===== config.mk =====
export PLATFORM = sky130hd
export DESIGN_NAME = scoreboard_top
export DESIGN_NICKNAME = d
export VERILOG_FILES = /design/src/scoreboard_pkg.sv /design/src/button_debouncer.sv /design/src/press_classifier.sv /design/src/score_keeper.sv /design/src/scoreboard_top.sv
export SDC_FILE = /design/constraint.sdc
export NUM_CORES = 1
export LEC_CHECK = 0
export BUFFER_PORTS_ARGS = -buffer_cell sky130_fd_sc_hd__buf_2
export CORE_ASPECT_RATIO = 0.7
export CORE_UTILIZATION = 40
export DETAILED_ROUTE_END_ITERATION = 8
export SLEW_MARGIN = 20
export SYNTH_ARGS = -nofsm -noshare
export SYNTH_HDL_FRONTEND = slang
export SYNTH_SLANG_ARGS = --single-unit

===== constraint.sdc =====
create_clock -name clk_i -period 2.9 [get_ports clk_i]
set_input_delay 0.435 -clock clk_i [delete_from_list [all_inputs] [get_ports clk_i]]
set_output_delay 0.435 -clock clk_i [all_outputs]
set_load 0.02 [all_outputs]

===== src/scoreboard_pkg.sv =====
`default_nettype none

package scoreboard_pkg;

    // Flip-flops in the button input synchronizer, at least 2
    localparam int unsigned SYNC_STAGES = 2;

    // Cycles a new button level must stay stable before it is accepted
    localparam int unsigned DEBOUNCE_CYCLES = 4;

    // Hold time in cycles that turns a press into a correction
    localparam int unsigned LONG_PRESS_CYCLES = 16;

    // Numeric scoring limits
    localparam int unsigned SCORE_MAX = 99;
    localparam int unsigned SCORE_BIG_STEP = 10;

    // Win rule shared by counting and big-steps modes
    localparam int unsigned WIN_POINTS = 11;
    localparam int unsigned WIN_MARGIN = 2;

    // Counter widths sized to hold their terminal values
    localparam int unsigned DEBOUNCE_CNT_W = $clog2(DEBOUNCE_CYCLES + 1);
    localparam int unsigned HOLD_CNT_W = $clog2(LONG_PRESS_CYCLES + 1);

    typedef logic [DEBOUNCE_CNT_W-1:0] debounce_cnt_t;
    typedef logic [HOLD_CNT_W-1:0] hold_cnt_t;

    // Tennis point ladder, GAME is the only winning point
    typedef enum logic [2:0] {
        LOVE      = 3'd0,
        FIFTEEN   = 3'd1,
        THIRTY    = 3'd2,
        FORTY     = 3'd3,
        ADVANTAGE = 3'd4,
        GAME      = 3'd5
    } tennis_point_e;

    // One-cycle press events from a button chain
    typedef struct packed {
        logic short_press;
        logic long_press;
    } press_t;

    // Tennis reading of a score word
    typedef struct packed {
        logic [4:0]    pad;
        tennis_point_e point;
    } tennis_view_t;

    // One score register, read as a count or as a tennis point
    typedef union packed {
        logic [7:0]   count;
        tennis_view_t tennis;
    } score_u;

endpackage

`default_nettype wire


===== src/button_debouncer.sv =====
`default_nettype none

module button_debouncer (
    input  logic clk_i,
    input  logic rst_i,
    input  logic button_i,
    output logic db_o
);

    logic [scoreboard_pkg::SYNC_STAGES-1:0] sync_q;
    logic                                   sync_lvl;
    logic                                   db_q;
    scoreboard_pkg::debounce_cnt_t          stable_cnt_q;

    assign sync_lvl = sync_q[scoreboard_pkg::SYNC_STAGES-1];
    assign db_o     = db_q;

    // Raw button enters at bit 0
    always_ff @(posedge clk_i or posedge rst_i) begin
        if (rst_i) begin
            sync_q <= '0;
        end else begin
            sync_q <= {sync_q[scoreboard_pkg::SYNC_STAGES-2:0], button_i};
        end
    end

    // Count cycles the synchronized level disagrees with the accepted one
    always_ff @(posedge clk_i or posedge rst_i) begin
        if (rst_i) begin
            db_q         <= 1'b0;
            stable_cnt_q <= '0;
        end else if (sync_lvl == db_q) begin
            stable_cnt_q <= '0;
        end else if (stable_cnt_q ==
                     scoreboard_pkg::debounce_cnt_t'(scoreboard_pkg::DEBOUNCE_CYCLES - 1)) begin
            // New level held long enough
            db_q         <= sync_lvl;
            stable_cnt_q <= '0;
        end else begin
            stable_cnt_q <= stable_cnt_q + 1'b1;
        end
    end

    assert property (@(posedge clk_i) disable iff (rst_i)
        stable_cnt_q <= scoreboard_pkg::debounce_cnt_t'(scoreboard_pkg::DEBOUNCE_CYCLES));

endmodule

`default_nettype wire


===== src/press_classifier.sv =====
`default_nettype none

module press_classifier (
    input  logic                   clk_i,
    input  logic                   rst_i,
    input  logic                   db_i,
    output scoreboard_pkg::press_t press_o
);

    logic                      prev_q;
    logic                      released;
    logic                      long_sent_q;
    logic                      at_long;
    scoreboard_pkg::hold_cnt_t hold_q;
    scoreboard_pkg::press_t    press_q;

    assign released = prev_q & ~db_i;
    assign press_o  = press_q;

    // Hold count is one short of the threshold on the crossing cycle
    assign at_long = (hold_q ==
        scoreboard_pkg::hold_cnt_t'(scoreboard_pkg::LONG_PRESS_CYCLES - 1));

    always_ff @(posedge clk_i or posedge rst_i) begin
        if (rst_i) begin
            prev_q      <= 1'b0;
            hold_q      <= '0;
            long_sent_q <= 1'b0;
            press_q     <= '0;
        end else begin
            prev_q <= db_i;

            // Release of a press that never crossed the long threshold
            press_q.short_press <= released & ~long_sent_q;

            // Fires once per press while still held
            press_q.long_press <= db_i & at_long;

            if (db_i) begin
                if (hold_q !=
                    scoreboard_pkg::hold_cnt_t'(scoreboard_pkg::LONG_PRESS_CYCLES)) begin
                    hold_q <= hold_q + 1'b1;
                end
                if (at_long) begin
                    long_sent_q <= 1'b1;
                end
            end else begin
                hold_q      <= '0;
                long_sent_q <= 1'b0;
            end
        end
    end

    assert property (@(posedge clk_i) disable iff (rst_i)
        !(press_q.short_press && press_q.long_press));

endmodule

`default_nettype wire


===== src/score_keeper.sv =====
`default_nettype none

module score_keeper (
    input  logic                   clk_i,
    input  logic                   rst_i,
    input  scoreboard_pkg::press_t p1_press_i,
    input  scoreboard_pkg::press_t p2_press_i,
    input  logic                   mode_tennis_i,
    input  logic                   mode_big_steps_i,
    output logic [7:0]             p1_score_o,
    output logic [7:0]             p2_score_o,
    output logic                   p1_win_o,
    output logic                   p2_win_o
);

    scoreboard_pkg::score_u        p1_q;
    scoreboard_pkg::score_u        p2_q;
    scoreboard_pkg::score_u        p1_d;
    scoreboard_pkg::score_u        p2_d;
    scoreboard_pkg::tennis_point_e p1_pt;
    scoreboard_pkg::tennis_point_e p2_pt;
    logic [1:0]                    mode_q;
    logic                          mode_change;
    logic                          tennis_act;
    logic [7:0]                    step;
    logic                          p1_win_q;
    logic                          p2_win_q;

    // Big steps override tennis
    assign tennis_act  = mode_tennis_i & ~mode_big_steps_i;
    assign step        = mode_big_steps_i ? 8'(scoreboard_pkg::SCORE_BIG_STEP) : 8'd1;
    assign mode_change = (mode_q != {tennis_act, mode_big_steps_i});

    // Saturating step up or down for the numeric modes
    function automatic logic [7:0] count_next(input logic [7:0] cnt,
                                              input scoreboard_pkg::press_t press,
                                              input logic [7:0] inc);
        logic [7:0] result;
        result = cnt;
        if (press.short_press) begin
            if (cnt > 8'(scoreboard_pkg::SCORE_MAX) - inc) begin
                result = 8'(scoreboard_pkg::SCORE_MAX);
            end else begin
                result = cnt + inc;
            end
        end else if (press.long_press) begin
            if (cnt < inc) begin
                result = 8'd0;
            end else begin
                result = cnt - inc;
            end
        end
        return result;
    endfunction

    function automatic logic count_wins(input logic [7:0] own, input logic [7:0] other);
        return (own >= 8'(scoreboard_pkg::WIN_POINTS)) &&
               (own >= other + 8'(scoreboard_pkg::WIN_MARGIN));
    endfunction

    function automatic scoreboard_pkg::tennis_point_e point_back(
        input scoreboard_pkg::tennis_point_e pt);
        if (pt == scoreboard_pkg::LOVE) begin
            return scoreboard_pkg::LOVE;
        end
        return scoreboard_pkg::tennis_point_e'(pt - 3'd1);
    endfunction

    // Point won by one side, may pull the other side back to deuce
    function automatic void point_won(input  scoreboard_pkg::tennis_point_e win_pt,
                                      input  scoreboard_pkg::tennis_point_e lose_pt,
                                      output scoreboard_pkg::tennis_point_e win_nx,
                                      output scoreboard_pkg::tennis_point_e lose_nx);
        win_nx  = win_pt;
        lose_nx = lose_pt;
        // Finished game ignores further points
        if (win_pt != scoreboard_pkg::GAME && lose_pt != scoreboard_pkg::GAME) begin
            case (win_pt)
                scoreboard_pkg::LOVE:      win_nx = scoreboard_pkg::FIFTEEN;
                scoreboard_pkg::FIFTEEN:   win_nx = scoreboard_pkg::THIRTY;
                scoreboard_pkg::THIRTY:    win_nx = scoreboard_pkg::FORTY;
                scoreboard_pkg::FORTY: begin
                    if (lose_pt == scoreboard_pkg::ADVANTAGE) begin
                        lose_nx = scoreboard_pkg::FORTY;
                    end else if (lose_pt == scoreboard_pkg::FORTY) begin
                        win_nx = scoreboard_pkg::ADVANTAGE;
                    end else begin
                        win_nx = scoreboard_pkg::GAME;
                    end
                end
                scoreboard_pkg::ADVANTAGE: win_nx = scoreboard_pkg::GAME;
                default:                   win_nx = win_pt;
            endcase
        end
    endfunction

    always_comb begin
        p1_d  = p1_q;
        p2_d  = p2_q;
        p1_pt = p1_q.tennis.point;
        p2_pt = p2_q.tennis.point;
        if (mode_change) begin
            // Switching rules starts a fresh game
            p1_d = '0;
            p2_d = '0;
        end else if (tennis_act) begin
            // A short press owns the cycle, P1 first
            if (p1_press_i.short_press) begin
                point_won(p1_q.tennis.point, p2_q.tennis.point, p1_pt, p2_pt);
            end else if (p2_press_i.short_press) begin
                point_won(p2_q.tennis.point, p1_q.tennis.point, p2_pt, p1_pt);
            end else begin
                if (p1_press_i.long_press) begin
                    p1_pt = point_back(p1_q.tennis.point);
                end
                if (p2_press_i.long_press) begin
                    p2_pt = point_back(p2_q.tennis.point);
                end
            end
            p1_d.count = {5'd0, p1_pt};
            p2_d.count = {5'd0, p2_pt};
        end else begin
            p1_d.count = count_next(p1_q.count, p1_press_i, step);
            p2_d.count = count_next(p2_q.count, p2_press_i, step);
        end
    end

    always_ff @(posedge clk_i or posedge rst_i) begin
        if (rst_i) begin
            p1_q     <= '0;
            p2_q     <= '0;
            mode_q   <= 2'b00;
            p1_win_q <= 1'b0;
            p2_win_q <= 1'b0;
        end else begin
            p1_q   <= p1_d;
            p2_q   <= p2_d;
            mode_q <= {tennis_act, mode_big_steps_i};
            // Wins follow the registered scores by one cycle
            if (tennis_act) begin
                p1_win_q <= (p1_q.tennis.point == scoreboard_pkg::GAME);
                p2_win_q <= (p2_q.tennis.point == scoreboard_pkg::GAME);
            end else begin
                p1_win_q <= count_wins(p1_q.count, p2_q.count);
                p2_win_q <= count_wins(p2_q.count, p1_q.count);
            end
        end
    end

    assign p1_score_o = p1_q.count;
    assign p2_score_o = p2_q.count;
    assign p1_win_o   = p1_win_q;
    assign p2_win_o   = p2_win_q;

    assert property (@(posedge clk_i) disable iff (rst_i)
        (!tennis_act && !mode_change) |->
            (p1_q.count <= 8'(scoreboard_pkg::SCORE_MAX) &&
             p2_q.count <= 8'(scoreboard_pkg::SCORE_MAX)));

    assert property (@(posedge clk_i) disable iff (rst_i)
        (tennis_act && !mode_change) |->
            (p1_q.tennis.point <= scoreboard_pkg::GAME &&
             p2_q.tennis.point <= scoreboard_pkg::GAME));

endmodule

`default_nettype wire


===== src/scoreboard_top.sv =====
`default_nettype none

module scoreboard_top (
    input  logic       clk_i,
    input  logic       rst_i,
    input  logic       p1_button_i,
    input  logic       p2_button_i,
    input  logic       mode_tennis_i,
    input  logic       mode_big_steps_i,
    output logic [7:0] p1_score_o,
    output logic [7:0] p2_score_o,
    output logic       p1_win_o,
    output logic       p2_win_o
);

    logic                   p1_db;
    logic                   p2_db;
    scoreboard_pkg::press_t p1_press;
    scoreboard_pkg::press_t p2_press;

    // Player 1 button chain
    button_debouncer i_p1_debouncer (
        .clk_i    (clk_i),
        .rst_i    (rst_i),
        .button_i (p1_button_i),
        .db_o     (p1_db)
    );

    press_classifier i_p1_classifier (
        .clk_i   (clk_i),
        .rst_i   (rst_i),
        .db_i    (p1_db),
        .press_o (p1_press)
    );

    // Player 2 button chain
    button_debouncer i_p2_debouncer (
        .clk_i    (clk_i),
        .rst_i    (rst_i),
        .button_i (p2_button_i),
        .db_o     (p2_db)
    );

    press_classifier i_p2_classifier (
        .clk_i   (clk_i),
        .rst_i   (rst_i),
        .db_i    (p2_db),
        .press_o (p2_press)
    );

    score_keeper i_score_keeper (
        .clk_i            (clk_i),
        .rst_i            (rst_i),
        .p1_press_i       (p1_press),
        .p2_press_i       (p2_press),
        .mode_tennis_i    (mode_tennis_i),
        .mode_big_steps_i (mode_big_steps_i),
        .p1_score_o       (p1_score_o),
        .p2_score_o       (p2_score_o),
        .p1_win_o         (p1_win_o),
        .p2_win_o         (p2_win_o)
    );

endmodule

`default_nettype wire


# [Word level (Yosys, flattened, before mapping)]
# Cells that the tools add are included.
# Widths: inputs -> output; s select.
[word_totals] register_bits=50 in_bits=6 output_inout_bits=18 word_cells=169
[op_classes] addsub=13 n_lt_le_gt_ge=8 eq_ne=35 n_mux=63 n_bitwise=14 n_reduce_logical=13
[op_table] op="$mux 8" count=12
[op_table] op="$mux 3" count=24
[op_table] op="$pmux 3 s5" count=2
[op_table] op="$mux 1" count=20
[op_table] op="$mux 5" count=4
[op_table] op="$eq 3x2->1 const B" count=6
[op_table] op="$add 8x2->8 const B" count=2
[op_table] op="$add 8x8->8" count=2
[op_table] op="$ge 8x4->1 const B" count=2
[op_table] op="$ge 8x8->1" count=2
[op_table] op="$gt 8x8->1" count=2
[op_table] op="$lt 8x8->1" count=2
[op_table] op="$ne 4x3->1 const B" count=4
[op_table] op="$ne 8x7->1 const B" count=2
[op_table] op="$reduce_and 8->1" count=2
[op_table] op="$reduce_bool 4->1" count=4
[op_table] op="$sub 8x8->8" count=2
[op_table] op="$ne 5x4->1 const B" count=3
[op_table] op="$eq 3x3->1 const B" count=4
[op_table] op="$add 5x1->5 const B" count=2
[op_table] op="$eq 5x4->1 const B" count=2
[op_table] op="$ne 5x5->1 const B" count=2
[op_table] op="$ne 2x1->1 const B" count=4
[op_table] op="$sub 7x8->8 const A" count=1
[op_table] op="13 further kinds" count=34

# [Depth between registers and ports, before layout]
# Gate-level depths: netlist of the first run.
[logic_depth] word_depth=13 depth_mapped=11 mapped_depth_nobuf=10

# [Modules after synthesis]
# A second synthesis of the first run with hierarchy kept.
[hier_totals] hier_cells=470 area_unflattened_um2=4184.0
[modules_own_cells] mod="score_keeper" instances=1 cells_each=370 area_per_inst_um2=2877.8 seq_area_each_um2=500.5
[modules_own_cells] mod="press_classifier" instances=2 cells_each=36 area_per_inst_um2=426.7 seq_area_each_um2=225.2
[modules_own_cells] mod="button_debouncer at i_p1_debouncer" instances=1 cells_each=14 area_per_inst_um2=232.7 seq_area_each_um2=150.1
[modules_own_cells] mod="button_debouncer at i_p2_debouncer" instances=1 cells_each=14 area_per_inst_um2=220.2 seq_area_each_um2=150.1

# [Least setup slack after synthesis of the first run]
# No wires, ideal clock.
[synth_timing] path_type="input-to-reg" startpoint="input mode_big_steps_i" endpoint="register i_score_keeper.p2_q (netlist bit i_score_keeper.p2_score_o[6])" setup_time_ns=0.099 arrival_ns=2.544 t_required_ns=2.801 path_slack_ns=0.256 stages=10 path_buffers=0 cell_sequence="inv_1 ha_1 inv_2 fa_1 o21ai_1 nand3b_1 or3_1 nor3b_1 a211oi_1 a311oi_1"
[synth_between] elab_chain_cells=7 word_cells_on_any_way=16 classes_between="add/sub (3); order compare (2); eq/ne (1); mux (7); bitwise (2); reduce/logical (1)"
[synth_lines] item="start: declaration" line_no="scoreboard_top.sv:9" source="input logic mode_big_steps_i,"
[synth_lines] item="$mux 4" line_no="score_keeper.sv:31" source="assign step = mode_big_steps_i ? 8'(scoreboard_pkg::SCORE_BIG_STEP) : 8'd1;"
[synth_lines] item="$sub 7x8->8 (tied with other cells)" line_no="score_keeper.sv:41" source="if (cnt > 8'(scoreboard_pkg::SCORE_MAX) - inc) begin"
[synth_lines] item="$gt 8x8->1 / $mux 8 (equally long branches)" line_no="score_keeper.sv:41, score_keeper.sv:47"
[synth_lines] item="$mux 8 (on tied branches)" line_no="score_keeper.sv:41, score_keeper.sv:46"
[synth_lines] item="$mux 8" line_no="score_keeper.sv:40" source="if (press.short_press) begin"
[synth_lines] item="$mux 8" line_no="score_keeper.sv:106" source="end else if (tennis_act) begin"
[synth_lines] item="$mux 8" line_no="score_keeper.sv:102" source="if (mode_change) begin"
[synth_lines] item="end signal: assignment" line_no="score_keeper.sv:137" source="p2_q <= p2_d;"
[synth_lines] item="end: declaration" line_no="score_keeper.sv:17" source="scoreboard_pkg::score_u p2_q;"
# Parallel ways exist; a longest one is shown, timed or not. The select of a mux whose other input is x is not followed.
# A chain may end at the register's enable or synchronous reset.

# [Worst setup path after layout of the first run]
[layout_timing] startpoint="register i_score_keeper.p2_q (netlist bit i_score_keeper.p2_score_o[1])" endpoint="register i_score_keeper.p2_q (netlist bit i_score_keeper.p2_score_o[5])"
[layout_between] elab_chain_cells=6 word_cells_on_any_way=10 classes_between="add/sub (2); order compare (2); mux (6)"
[layout_lines] item="$sub 8x8->8 / $lt 8x8->1 (equally long branches)" line_no="score_keeper.sv:50, score_keeper.sv:47"
[layout_lines] item="$mux 8" line_no="score_keeper.sv:47" source="if (cnt < inc) begin"
[layout_lines] item="$mux 8" line_no="score_keeper.sv:46" source="end else if (press.long_press) begin"
[layout_lines] item="$mux 8 *" line_no="score_keeper.sv:40"
[layout_lines] item="$mux 8 *" line_no="score_keeper.sv:106"
[layout_lines] item="$mux 8 *" line_no="score_keeper.sv:102"
# Every way passes the cells marked *; elsewhere a longest branch is shown, timed or not. The select of a mux whose other input is x is not followed.

==> impl_metrics.csv, run 1 <==
group,metric,value,unit
status,status,"completed",
cts,cts_setup_buffers,0,
synth,synth_area_leaders,"dfrtp_1, ha_1, a21oi_1, xnor2_1, nor2_1",
pwr,pwr-share-seq,31.9,%
placement,portBuffers,23,
synth,ys_ff_latch,50,
critical_path,worstPathArrival,2.73,ns
pwr,power_frac_clock,17.9,%
final_layout,layout-drive-gt1-share,15.66,%
timing,maxSlewHeadroom,59.19,%
synth,syn_inst,470,
pwr,ir_worst_vdd,407.7,µV
floorplan,rows,30,
floorplan,ioPinCount,24,
synth,synth.net_count,523,
critical_path,criticalPathCategory,"reg -> reg",
floorplan,die_w,123.8,µm
final_layout,synthToLayoutAreaGrowth,11.71,%
pwr,p_leak,2.082,nW
cts,hold_buffers,0,
job,max-cap-violations,0,
synth,synth_common_cells,"dfrtp_1, ha_1, nor2_1",
cts,cts.path.max_buffers,2,
placement,gp_congestion,0.9100,
timing,postLayoutSetupSlackWorst,0.3658,ns
route,firstDrtPassIters,5,
synth,yosys.area.top_type,"dfrtp_1",
pwr,switching_share,44.35,%
route,via_per_inst,5.848,
global_route,grt_pass1_vias,3476,
global_route,track_usage,21.60,%
cts,clk_latency,0.30,ns
pwr,power_density,754.7,nW/µm²
synth,yosysTopAreaCellShare,30.10,%
timing,worstMarginPinSlew,0.6122,ns
cts,cts_max_level,2,
global_route,grt_pass1_wl,17710,µm
synth,yosysSeqAreaShare,30.10,%
global_route,grt_max_degree,21,
global_route,antenna_found_initial,0,
timing,clock_skew,0.004822,ns
route,drc_errors,0,
cts,numCtsBuffers,5,
floorplan,die_y,87.29,µm
critical_path,path_max_fanout,8,
final_layout,diodes,0,
pwr,power_switching,1.554,mW
cts,clockRootBuffer,"clkbuf_16",
floorplan,die-area,10810,µm²
synth,yosysMostFrequentCell,"dfrtp_1",
synth,yosysWarnings,0,
route,dr.first_iter.drc_count,240,
placement,dp_slack,0.1287,ns
route,vias,3661,
final_layout,nets,550,
timing,drv_slew,0,
floorplan,start_util,41.94,%
hold_path,hp-class,"in -> async",
cts,path_clk_slew,0.07,ns
synth,synth_top_flop_cell,"dfrtp_1",
final_layout,fill_cells,952,
cts,tritoncts,"built",
timing,fin_crit_sh,87.39,%
synth,synthesis.area,4156,µm²
timing,rsz0062_at_grt,"no",
floorplan,fp.coreArea,9910,µm²
timing,fmax,0.3946,GHz
route,totalWireLength,10820,µm
timing,hold_viol,0,
placement,dpl.hpwl,7958,µm
pwr,power_frac_comb,50.2,%
critical_path,timing.rr.start,"i_score_keeper.p2_score_o[1]$_DFFE_PP0P_",
timing,min_period,2.534,ns
timing,tns,0,ns
critical_path,worstPathRequired,3.09,ns
route,antenna_left,0,
critical_path,cp-start-kind,"flip-flop",
timing,setup_viol,0,
cts,post_cts_resized,0,
route,wl_per_cell,17.29,µm
cts,cts.sinks,50,
synth,ys_async_sr_fraction,100.0,%
critical_path,critPathLaunch,"i_score_keeper.p2_score_o[1]$_DFFE_PP0P_",
synth,ys_types,74,
synth,synth_area_per_cell,8.844,µm²
critical_path,endpoint_kind,"flip-flop",
synth,synth_edf_count,0,
pwr,p_int,1.950,mW
global_route,grt-ovfl-total,0,
-- per-stage QoR --
step | area (µm²) | hold WS [ns] | util, % | power (mW) | cells
2_1_floorplan | 4156 | 0.3312 | - | 2.334 | 470
3_3_place_gp | 4487 | 0.3320 | 45.28 | 2.821 | 618
3_5_place_dp | 4487 | 0.3347 | 45.28 | 2.865 | 618
4_1_cts | 4643 | 0.05317 | 46.86 | 3.504 | 626
5_1_grt | 4643 | 0.06345 | 46.86 | 3.778 | 626
6_report | 4643 | 0.04887 | 46.86 | 3.504 | 626
-- per-layer routing --
metal	share of wire (%)	wire length, µm	global-route usage, %	up-vias
li1	-	-	-	1759
met1	49	5330	31.52	1756
met2	42	4577	32.78	139
met3	7.8	842	5.039	7
met4	0.68	74	3.176	0
met5	0	0	0	-
-- state kept, by name (all words and copies together), names as in the netlist --
signal,count
i_score_keeper.p2_score_o,8
i_p1_debouncer.stable_cnt_q,3
i_p1_classifier.hold_q,5
i_p2_classifier.prev_q,1
i_p1_debouncer.db_o,1
i_score_keeper.p1_score_o,8
i_p2_debouncer.db_o,1
i_p2_classifier.hold_q,5
i_p1_classifier.long_sent_q,1
i_p1_classifier.press_o,2
i_p1_debouncer.sync_q,2
i_score_keeper.p1_win_o,1
i_p2_debouncer.sync_q,2
i_p2_classifier.press_o,2
i_p2_classifier.long_sent_q,1
i_score_keeper.p2_win_o,1
i_p2_debouncer.stable_cnt_q,3
i_score_keeper.mode_q,2
i_p1_classifier.prev_q,1
-- area by class of cell --
cell class,count,area [µm²],area share (%)
clock buffers,6,138.9,2.991
clock inverters,2,17.52,0.3773
inverters,28,105.1,2.264
multi-input cells,365,2675,57.61
flip-flops and latches,50,1251,26.95
well taps,128,160.2,3.449
repair buffers,47,295.3,6.359
-- critical path, cell delays in order, from the launching register on --
cell      delay, ns
dfrtp_1        0.62
ha_1           0.36
or4_1          0.55
o22ai_2        0.25
and2_1         0.31
a21oi_1        0.10
o2111a_1       0.23
-- path summary, 6_finish.rpt --
kind                            cells past startpoint  slack, ns                                  endpoint
worst max-delay path                                6       0.37  i_score_keeper.p2_score_o[5]$_DFFE_PP0N_
worst min-delay path                                2       0.05     i_p1_classifier.hold_q[0]$_DFFE_PP0P_
worst max register to register                      6       0.37  i_score_keeper.p2_score_o[5]$_DFFE_PP0N_
worst min register to register                      0       0.35        i_p2_debouncer.sync_q[1]$_DFF_PP0_
max in group asynchronous                           3       2.29  i_score_keeper.p2_score_o[0]$_DFFE_PP0P_
min in group clk_i                                  1       0.24        i_p2_debouncer.sync_q[0]$_DFF_PP0_
-- power by group through the flow --
stage / clock network, mW / logic, mW / registers [mW]
6_report: 0.626 / 1.76 / 1.12
5_1_grt: 0.668 / 1.96 / 1.15
2_1_floorplan: 0 / 1.31 / 1.03
3_3_place_gp: 0 / 1.70 / 1.12
4_1_cts: 0.642 / 1.74 / 1.12
3_5_place_dp: 0 / 1.73 / 1.13
-- cell families after synthesis --
logic type	Yosys count	synth area share (%)
AO/OA/AOI/OAI	131	22.40
buffers and inverters	55	5.539
flip-flops	50	30.10
XOR/XNOR	26	5.479
multiplexers	4	1.023
AND/OR/NAND/NOR	157	20.59
adder cells (fa/ha/maj)	47	14.87
-- cells in the final DEF (no fill, tap or decap), types with 13 or more instances in the layout --
cell and instances:
a21oi_1 27, inv_1 23, buf_2 23, o21ai_0 18
buf_4 24, nand3_1 18, ha_1 43, xnor2_1 14
nand2_1 26, dfrtp_1 50, nor2_1 31, nand2b_1 13
Power figures use the tool's default switching activity.
==> inputs of run 2 (changes only) <==
==> constraint.sdc (replaced) <==
create_clock -name clk_i -period 2.9 [get_ports clk_i]
set_input_delay 0.58 -clock clk_i [delete_from_list [all_inputs] [get_ports clk_i]]
set_output_delay 0.58 -clock clk_i [all_outputs]
set_load 0.02 [all_outputs]
==> run 2 against run 1 <==
Effect of this change: sequential power hardly changed; critical path depth is 4 higher; critical path type unchanged; cell area is 0.19% higher; largest cell class unchanged; highest routed layer unchanged.
==> impl_metrics.csv, run 2 (synthesized netlist as in run 1, its figures left out) <==
group,metric,value,unit
route,via_per_inst,5.570,
critical_path,cp_cell_sequence,"inv_1, ha_1, inv_2, fa_1, o21ai_1, nand3b_1, or3_1, nor3b_1, a211oi_1, a311oi_1",
critical_path,reg2reg_depth,10,
hold_path,worstHoldStart,"i_p2_debouncer.sync_q[0]$_DFF_PP0_",
pwr,p_int,2.002,mW
route,dr.first_iter.drc_count,233,
timing,fmax,0.3823,GHz
final_layout,layout_commonest_cell,"dfrtp_1",
route,drc_errors,0,
global_route,grt_pass1_wl,17630,µm
timing,min_period,2.616,ns
final_layout,finish.instance_area,4652,µm²
cts,cts_setup_buffers,0,
floorplan,rows,30,
final_layout,layout-drive-gt1-share,15.49,%
placement,dpl.hpwl,7763,µm
hold_path,hold_depth,0,
placement,dp_slack,0.06138,ns
placement,gp_congestion,0.8829,
critical_path,r2r_end,"i_score_keeper.p2_score_o[6]$_DFFE_PP0N_",
global_route,grt_max_degree,51,
cts,tritoncts,"built",
global_route,antenna_found_initial,0,
critical_path,worstPathArrival,2.81,ns
cts,numCtsBuffers,5,
pwr,power_density,762.4,nW/µm²
floorplan,die_w,123.8,µm
critical_path,worstPathRequired,3.10,ns
final_layout,nets,549,
global_route,grt_pass1_vias,3404,
final_layout,fin_cells,625,
pwr,power.total,3.547,mW
route,wl_per_cell,16.90,µm
route,antenna_left,0,
floorplan,die_y,87.29,µm
pwr,ir_worst_vdd,386.3,µV
timing,worst_hold_slack,0.3494,ns
placement,portBuffers,23,
final_layout,fill_cells,997,
cts,cts.path.max_buffers,2,
timing,clock_skew,0.006578,ns
global_route,grt-ovfl-total,0,
critical_path,slowest_delay,0.40,ns
critical_path,timing.rr.start,"i_score_keeper.p2_score_o[0]$_DFFE_PP0P_",
route,firstDrtPassIters,4,
floorplan,start_util,41.94,%
pwr,power_switching,1.545,mW
hold_path,hold_end,"i_p2_debouncer.sync_q[1]$_DFF_PP0_",
cts,cts.sinks,50,
cts,hold_buffers,0,
hold_path,hp-class,"reg -> reg",
final_layout,layout_common_cells,"dfrtp_1, ha_1, nor2_1",
critical_path,cp-start-kind,"flip-flop",
final_layout,register_area,1251,µm²
cts,path_clk_slew,0.07,ns
pwr,pwr-share-seq,31.1,%
pwr,power_frac_clock,19.7,%
timing,worstMarginPinSlew,0.6465,ns
cts,clk_latency,0.30,ns
final_layout,multi_input_area,2675,µm²
placement,place_inst,617,
timing,setup_viol,0,
pwr,p_leak,2.085,nW
final_layout,postLayoutCoreUtil,46.94,%
critical_path,slowest_stage,"fa_1",
timing,hold_viol,0,
job,max-cap-violations,0,
status,status,"completed",
cts,cts_max_level,2,
timing,maxSlewHeadroom,56.90,%
pwr,power_frac_comb,49.2,%
critical_path,cp_top_family,"simple AND/OR/NAND/NOR gates",
critical_path,crit_buf_inv,2,
critical_path,r2r_slack,0.28,ns
floorplan,fp.coreArea,9910,µm²
timing,tns,0,ns
timing,drv_slew,0,
final_layout,diodes,0,
global_route,track_usage,21.39,%
cts,clockRootBuffer,"clkbuf_16",
timing,rsz0062_at_grt,"no",
final_layout,synthToLayoutAreaGrowth,11.92,%
timing,postLayoutSetupSlackWorst,0.2842,ns
critical_path,criticalPathCategory,"reg -> reg",
critical_path,endpoint_kind,"flip-flop",
route,vias,3481,
timing,fin_crit_sh,90.20,%
pwr,switching_share,43.57,%
route,totalWireLength,10570,µm
floorplan,ioPinCount,24,
critical_path,path_max_fanout,6,
cts,post_cts_resized,0,
floorplan,die-area,10810,µm²
placement,placed_area,4479,µm²
## run 2: cell types whose count changed in the layout (fill, tap and decap cells not counted)
cell	change
clkinv_4	-2
inv_6	+2
buf_4	-1
bufinv_16	+1
clkbuf_8	-1
## run 2: metal layers
metal / global-route usage (%) / wire [µm] / up-vias
met3: 4.908 / 710 / 5
met2: 32.22 / 4442 / 95
li1: - / - / 1756
met4: 3.834 / 61 / 0
met1: 31.26 / 5350 / 1625
met5: 0 / 0 / -
## run 2: final cells by class
cell class | instances | share of cell area (%)
multi-input combinational | 365 | 57.50
sequential | 50 | 26.90
timing repair buffer | 46 | 6.186
tap | 128 | 3.443
clock buffer | 5 | 2.690
inverter | 28 | 2.259
clock inverter | 3 | 1.022
## run 2: worst max-delay path by stage
stage                                             startpoint                                  endpoint  slack [ns]  depth (start not counted)
finish              i_score_keeper.p2_score_o[0]$_DFFE_PP0P_  i_score_keeper.p2_score_o[6]$_DFFE_PP0N_        0.28                         10
global placement                            mode_big_steps_i  i_score_keeper.p2_score_o[5]$_DFFE_PP0N_        0.13                         10
floorplan                                   mode_big_steps_i  i_score_keeper.p2_score_o[6]$_DFFE_PP0N_        0.11                         10
global route        i_score_keeper.p2_score_o[0]$_DFFE_PP0P_  i_score_keeper.p2_score_o[6]$_DFFE_PP0N_        0.14                         10
detailed placement                          mode_big_steps_i  i_score_keeper.p2_score_o[6]$_DFFE_PP0N_        0.06                         11
CTS                 i_score_keeper.p2_score_o[1]$_DFFE_PP0P_         i_score_keeper.p1_win_o$_DFF_PP0_        0.28                          8
## run 2: power groups by stage
stage | Combinational (mW) | Sequential, mW | Clock, mW
finish | 1.74 | 1.10 | 0.699
global route | 1.95 | 1.13 | 0.741
CTS | 1.73 | 1.10 | 0.718
detailed placement | 1.71 | 1.12 | 0
global placement | 1.68 | 1.11 | 0
floorplan | 1.31 | 1.03 | 0
==> inputs of run 3 (changes only) <==
==> constraint.sdc (replaced) <==
create_clock -name clk_i -period 2.9 [get_ports clk_i]
set_input_delay 0.29 -clock clk_i [delete_from_list [all_inputs] [get_ports clk_i]]
set_output_delay 0.29 -clock clk_i [all_outputs]
set_load 0.02 [all_outputs]
==> run 3 against run 2 <==
Effect of this change: total power shrank 3.7%; clock skew grew 0.0024 ns; cell area down 1.3%; die area stayed put; sequential share of layout area rose by 0.37 points; critical path depth stayed put; wire length increased by 2.5%; clock power down 16%; maximum frequency down 1.8%; sequential power is essentially flat; global-route usage grew 0.34 points; largest power group unchanged.
==> impl_metrics.csv, run 3 (synthesized netlist as in run 1, its figures left out) <==
group,metric,value,unit
cts,hold_buffers,0,
timing,setup_viol,0,
final_layout,nets,545,
cts,tritoncts,"built",
global_route,antenna_found_initial,0,
floorplan,die_w,123.8,µm
placement,placed_area,4449,µm²
pwr,power_frac_comb,50.1,%
pwr,power_frac_clock,17.1,%
final_layout,diodes,0,
critical_path,criticalPathCategory,"reg -> reg",
cts,cts.sinks,50,
critical_path,worstPathArrival,2.85,ns
route,drc_errors,0,
route,via_per_inst,5.932,
job,max-cap-violations,0,
placement,place_inst,613,
cts,cts_setup_buffers,0,
critical_path,r2r_end,"i_score_keeper.p2_score_o[6]$_DFFE_PP0N_",
final_layout,synthToLayoutAreaGrowth,10.42,%
global_route,track_usage,21.74,%
critical_path,path_max_fanout,6,
cts,clockRootBuffer,"clkbuf_16",
timing,fin_crit_sh,91.89,%
floorplan,die-area,10810,µm²
placement,dpl.hpwl,7844,µm
floorplan,start_util,41.94,%
critical_path,critPathLaunch,"i_score_keeper.p2_score_o[0]$_DFFE_PP0P_",
timing,tns,0,ns
floorplan,ioPinCount,24,
cts,clk_latency,0.30,ns
route,dr.first_iter.drc_count,359,
pwr,ir_worst_vdd,341.9,µV
route,route.layer.met1.wl,5355,µm
timing,worstMarginPinSlew,0.7406,ns
critical_path,endpoint_kind,"flip-flop",
cts,path_clk_slew,0.07,ns
cts,cts.path.max_buffers,2,
critical_path,worstPathRequired,3.08,ns
critical_path,r2r_slack,0.24,ns
global_route,grt_pass1_wl,17890,µm
cts,cts_max_level,2,
final_layout,layout-drive-gt1-share,14.63,%
timing,clock_skew,0.009015,ns
global_route,grt_pass1_vias,3425,
global_route,grt_max_degree,51,
cts,post_cts_resized,0,
route,totalWireLength,10830,µm
hold_path,hp-class,"in -> reg",
timing,rsz0062_at_grt,"no",
final_layout,fin_cells,620,
placement,portBuffers,23,
pwr,pwr-share-seq,32.8,%
route,wl_per_cell,17.47,µm
route,met3_length,873,µm
critical_path,cp-endpoint,"i_score_keeper.p2_score_o[6]$_DFFE_PP0N_",
cts,numCtsBuffers,5,
floorplan,fp.coreArea,9910,µm²
pwr,switching_share,44.83,%
timing,fmax,0.3753,GHz
final_layout,postLayoutCoreUtil,46.31,%
final_layout,finish.instance_area,4589,µm²
status,status,"completed",
pwr,power.total,3.415,mW
critical_path,reg2reg_depth,10,
timing,maxSlewHeadroom,50.63,%
timing,min_period,2.665,ns
timing,drv_slew,0,
final_layout,layout_commonest_cell,"dfrtp_1",
pwr,p_leak,2.042,nW
route,firstDrtPassIters,5,
critical_path,cp-start-kind,"flip-flop",
pwr,power_density,744.1,nW/µm²
final_layout,layout_common_cells,"dfrtp_1, ha_1, nor2_1",
pwr,p_int,1.884,mW
critical_path,timing.rr.start,"i_score_keeper.p2_score_o[0]$_DFFE_PP0P_",
floorplan,rows,30,
route,routed.top_layer,"met4",
route,antenna_left,0,
floorplan,die_y,87.29,µm
timing,hold_viol,0,
pwr,power_switching,1.531,mW
route,vias,3678,
route,wl_met2,4540,µm
placement,gp_congestion,0.8682,
global_route,grt-ovfl-total,0,
[run 3: cell types whose count changed in the layout (fill, tap and decap cells not counted)]
cell        previous run  this run
buf_4                 23        19
clkinvlp_4             0         2
inv_6                  2         0
bufinv_16              1         0
[run 3: layer usage]
layer / vias to the layer above / global-route usage [%]
li1: 1743 / -
met1: 1778 / 33.31
met2: 147 / 31.52
met3: 10 / 4.319
met4: 0 / 3.395
met5: - / 0
[run 3: stage by stage]
stage          hold slack (ns)  worst slack, ns
2_1_floorplan           0.3214           0.3008
3_3_place_gp            0.3333           0.3232
3_5_place_dp            0.3364           0.3046
4_1_cts                0.09108           0.3039
5_1_grt                0.09166          0.08064
6_report                0.1015           0.2352
[run 3: area by class of cell]
type | count | area (µm²)
tap | 128 | 160.2
fill | 982 | 5320
timing repair buffer | 42 | 257.7
multi-input combinational | 365 | 2675
clock buffer | 5 | 125.1
inverter | 28 | 105.1
clock inverter | 2 | 15.01
sequential | 50 | 1251
[run 3: worst min path at each step]
stage | end | from | cells after the start | slack [ns]
floorplan | i_p1_debouncer.sync_q[0]$_DFF_PP0_ | p1_button_i | 0 | 0.32
global placement | i_p2_debouncer.sync_q[1]$_DFF_PP0_ | i_p2_debouncer.sync_q[0]$_DFF_PP0_ | 0 | 0.33
detailed placement | i_p2_debouncer.sync_q[1]$_DFF_PP0_ | i_p2_debouncer.sync_q[0]$_DFF_PP0_ | 0 | 0.34
CTS | i_p2_debouncer.sync_q[0]$_DFF_PP0_ | p2_button_i | 1 | 0.09
global route | i_p2_debouncer.sync_q[0]$_DFF_PP0_ | p2_button_i | 1 | 0.09
finish | i_p2_debouncer.sync_q[0]$_DFF_PP0_ | p2_button_i | 1 | 0.10
[run 3: power by group through the flow]
| stage | Clock, mW | Sequential [mW] | Combinational, mW |
|---|---|---|---|
| after floorplan | 0 | 1.03 | 1.31 |
| after global placement | 0 | 1.12 | 1.66 |
| after detailed placement | 0 | 1.13 | 1.68 |
| after CTS | 0.604 | 1.12 | 1.69 |
| after global routing | 0.631 | 1.15 | 1.90 |
| final | 0.584 | 1.12 | 1.71 |
[run 3: critical path, stage by stage, from the launching register on]
cell and delay (ns):
dfrtp_1 0.38, inv_1 0.17, ha_1 0.20, inv_2 0.05, fa_1 0.40, o21ai_1 0.22
nand3b_1 0.18, or3_1 0.37, nor3b_1 0.21, a211oi_1 0.07, a311oi_1 0.31
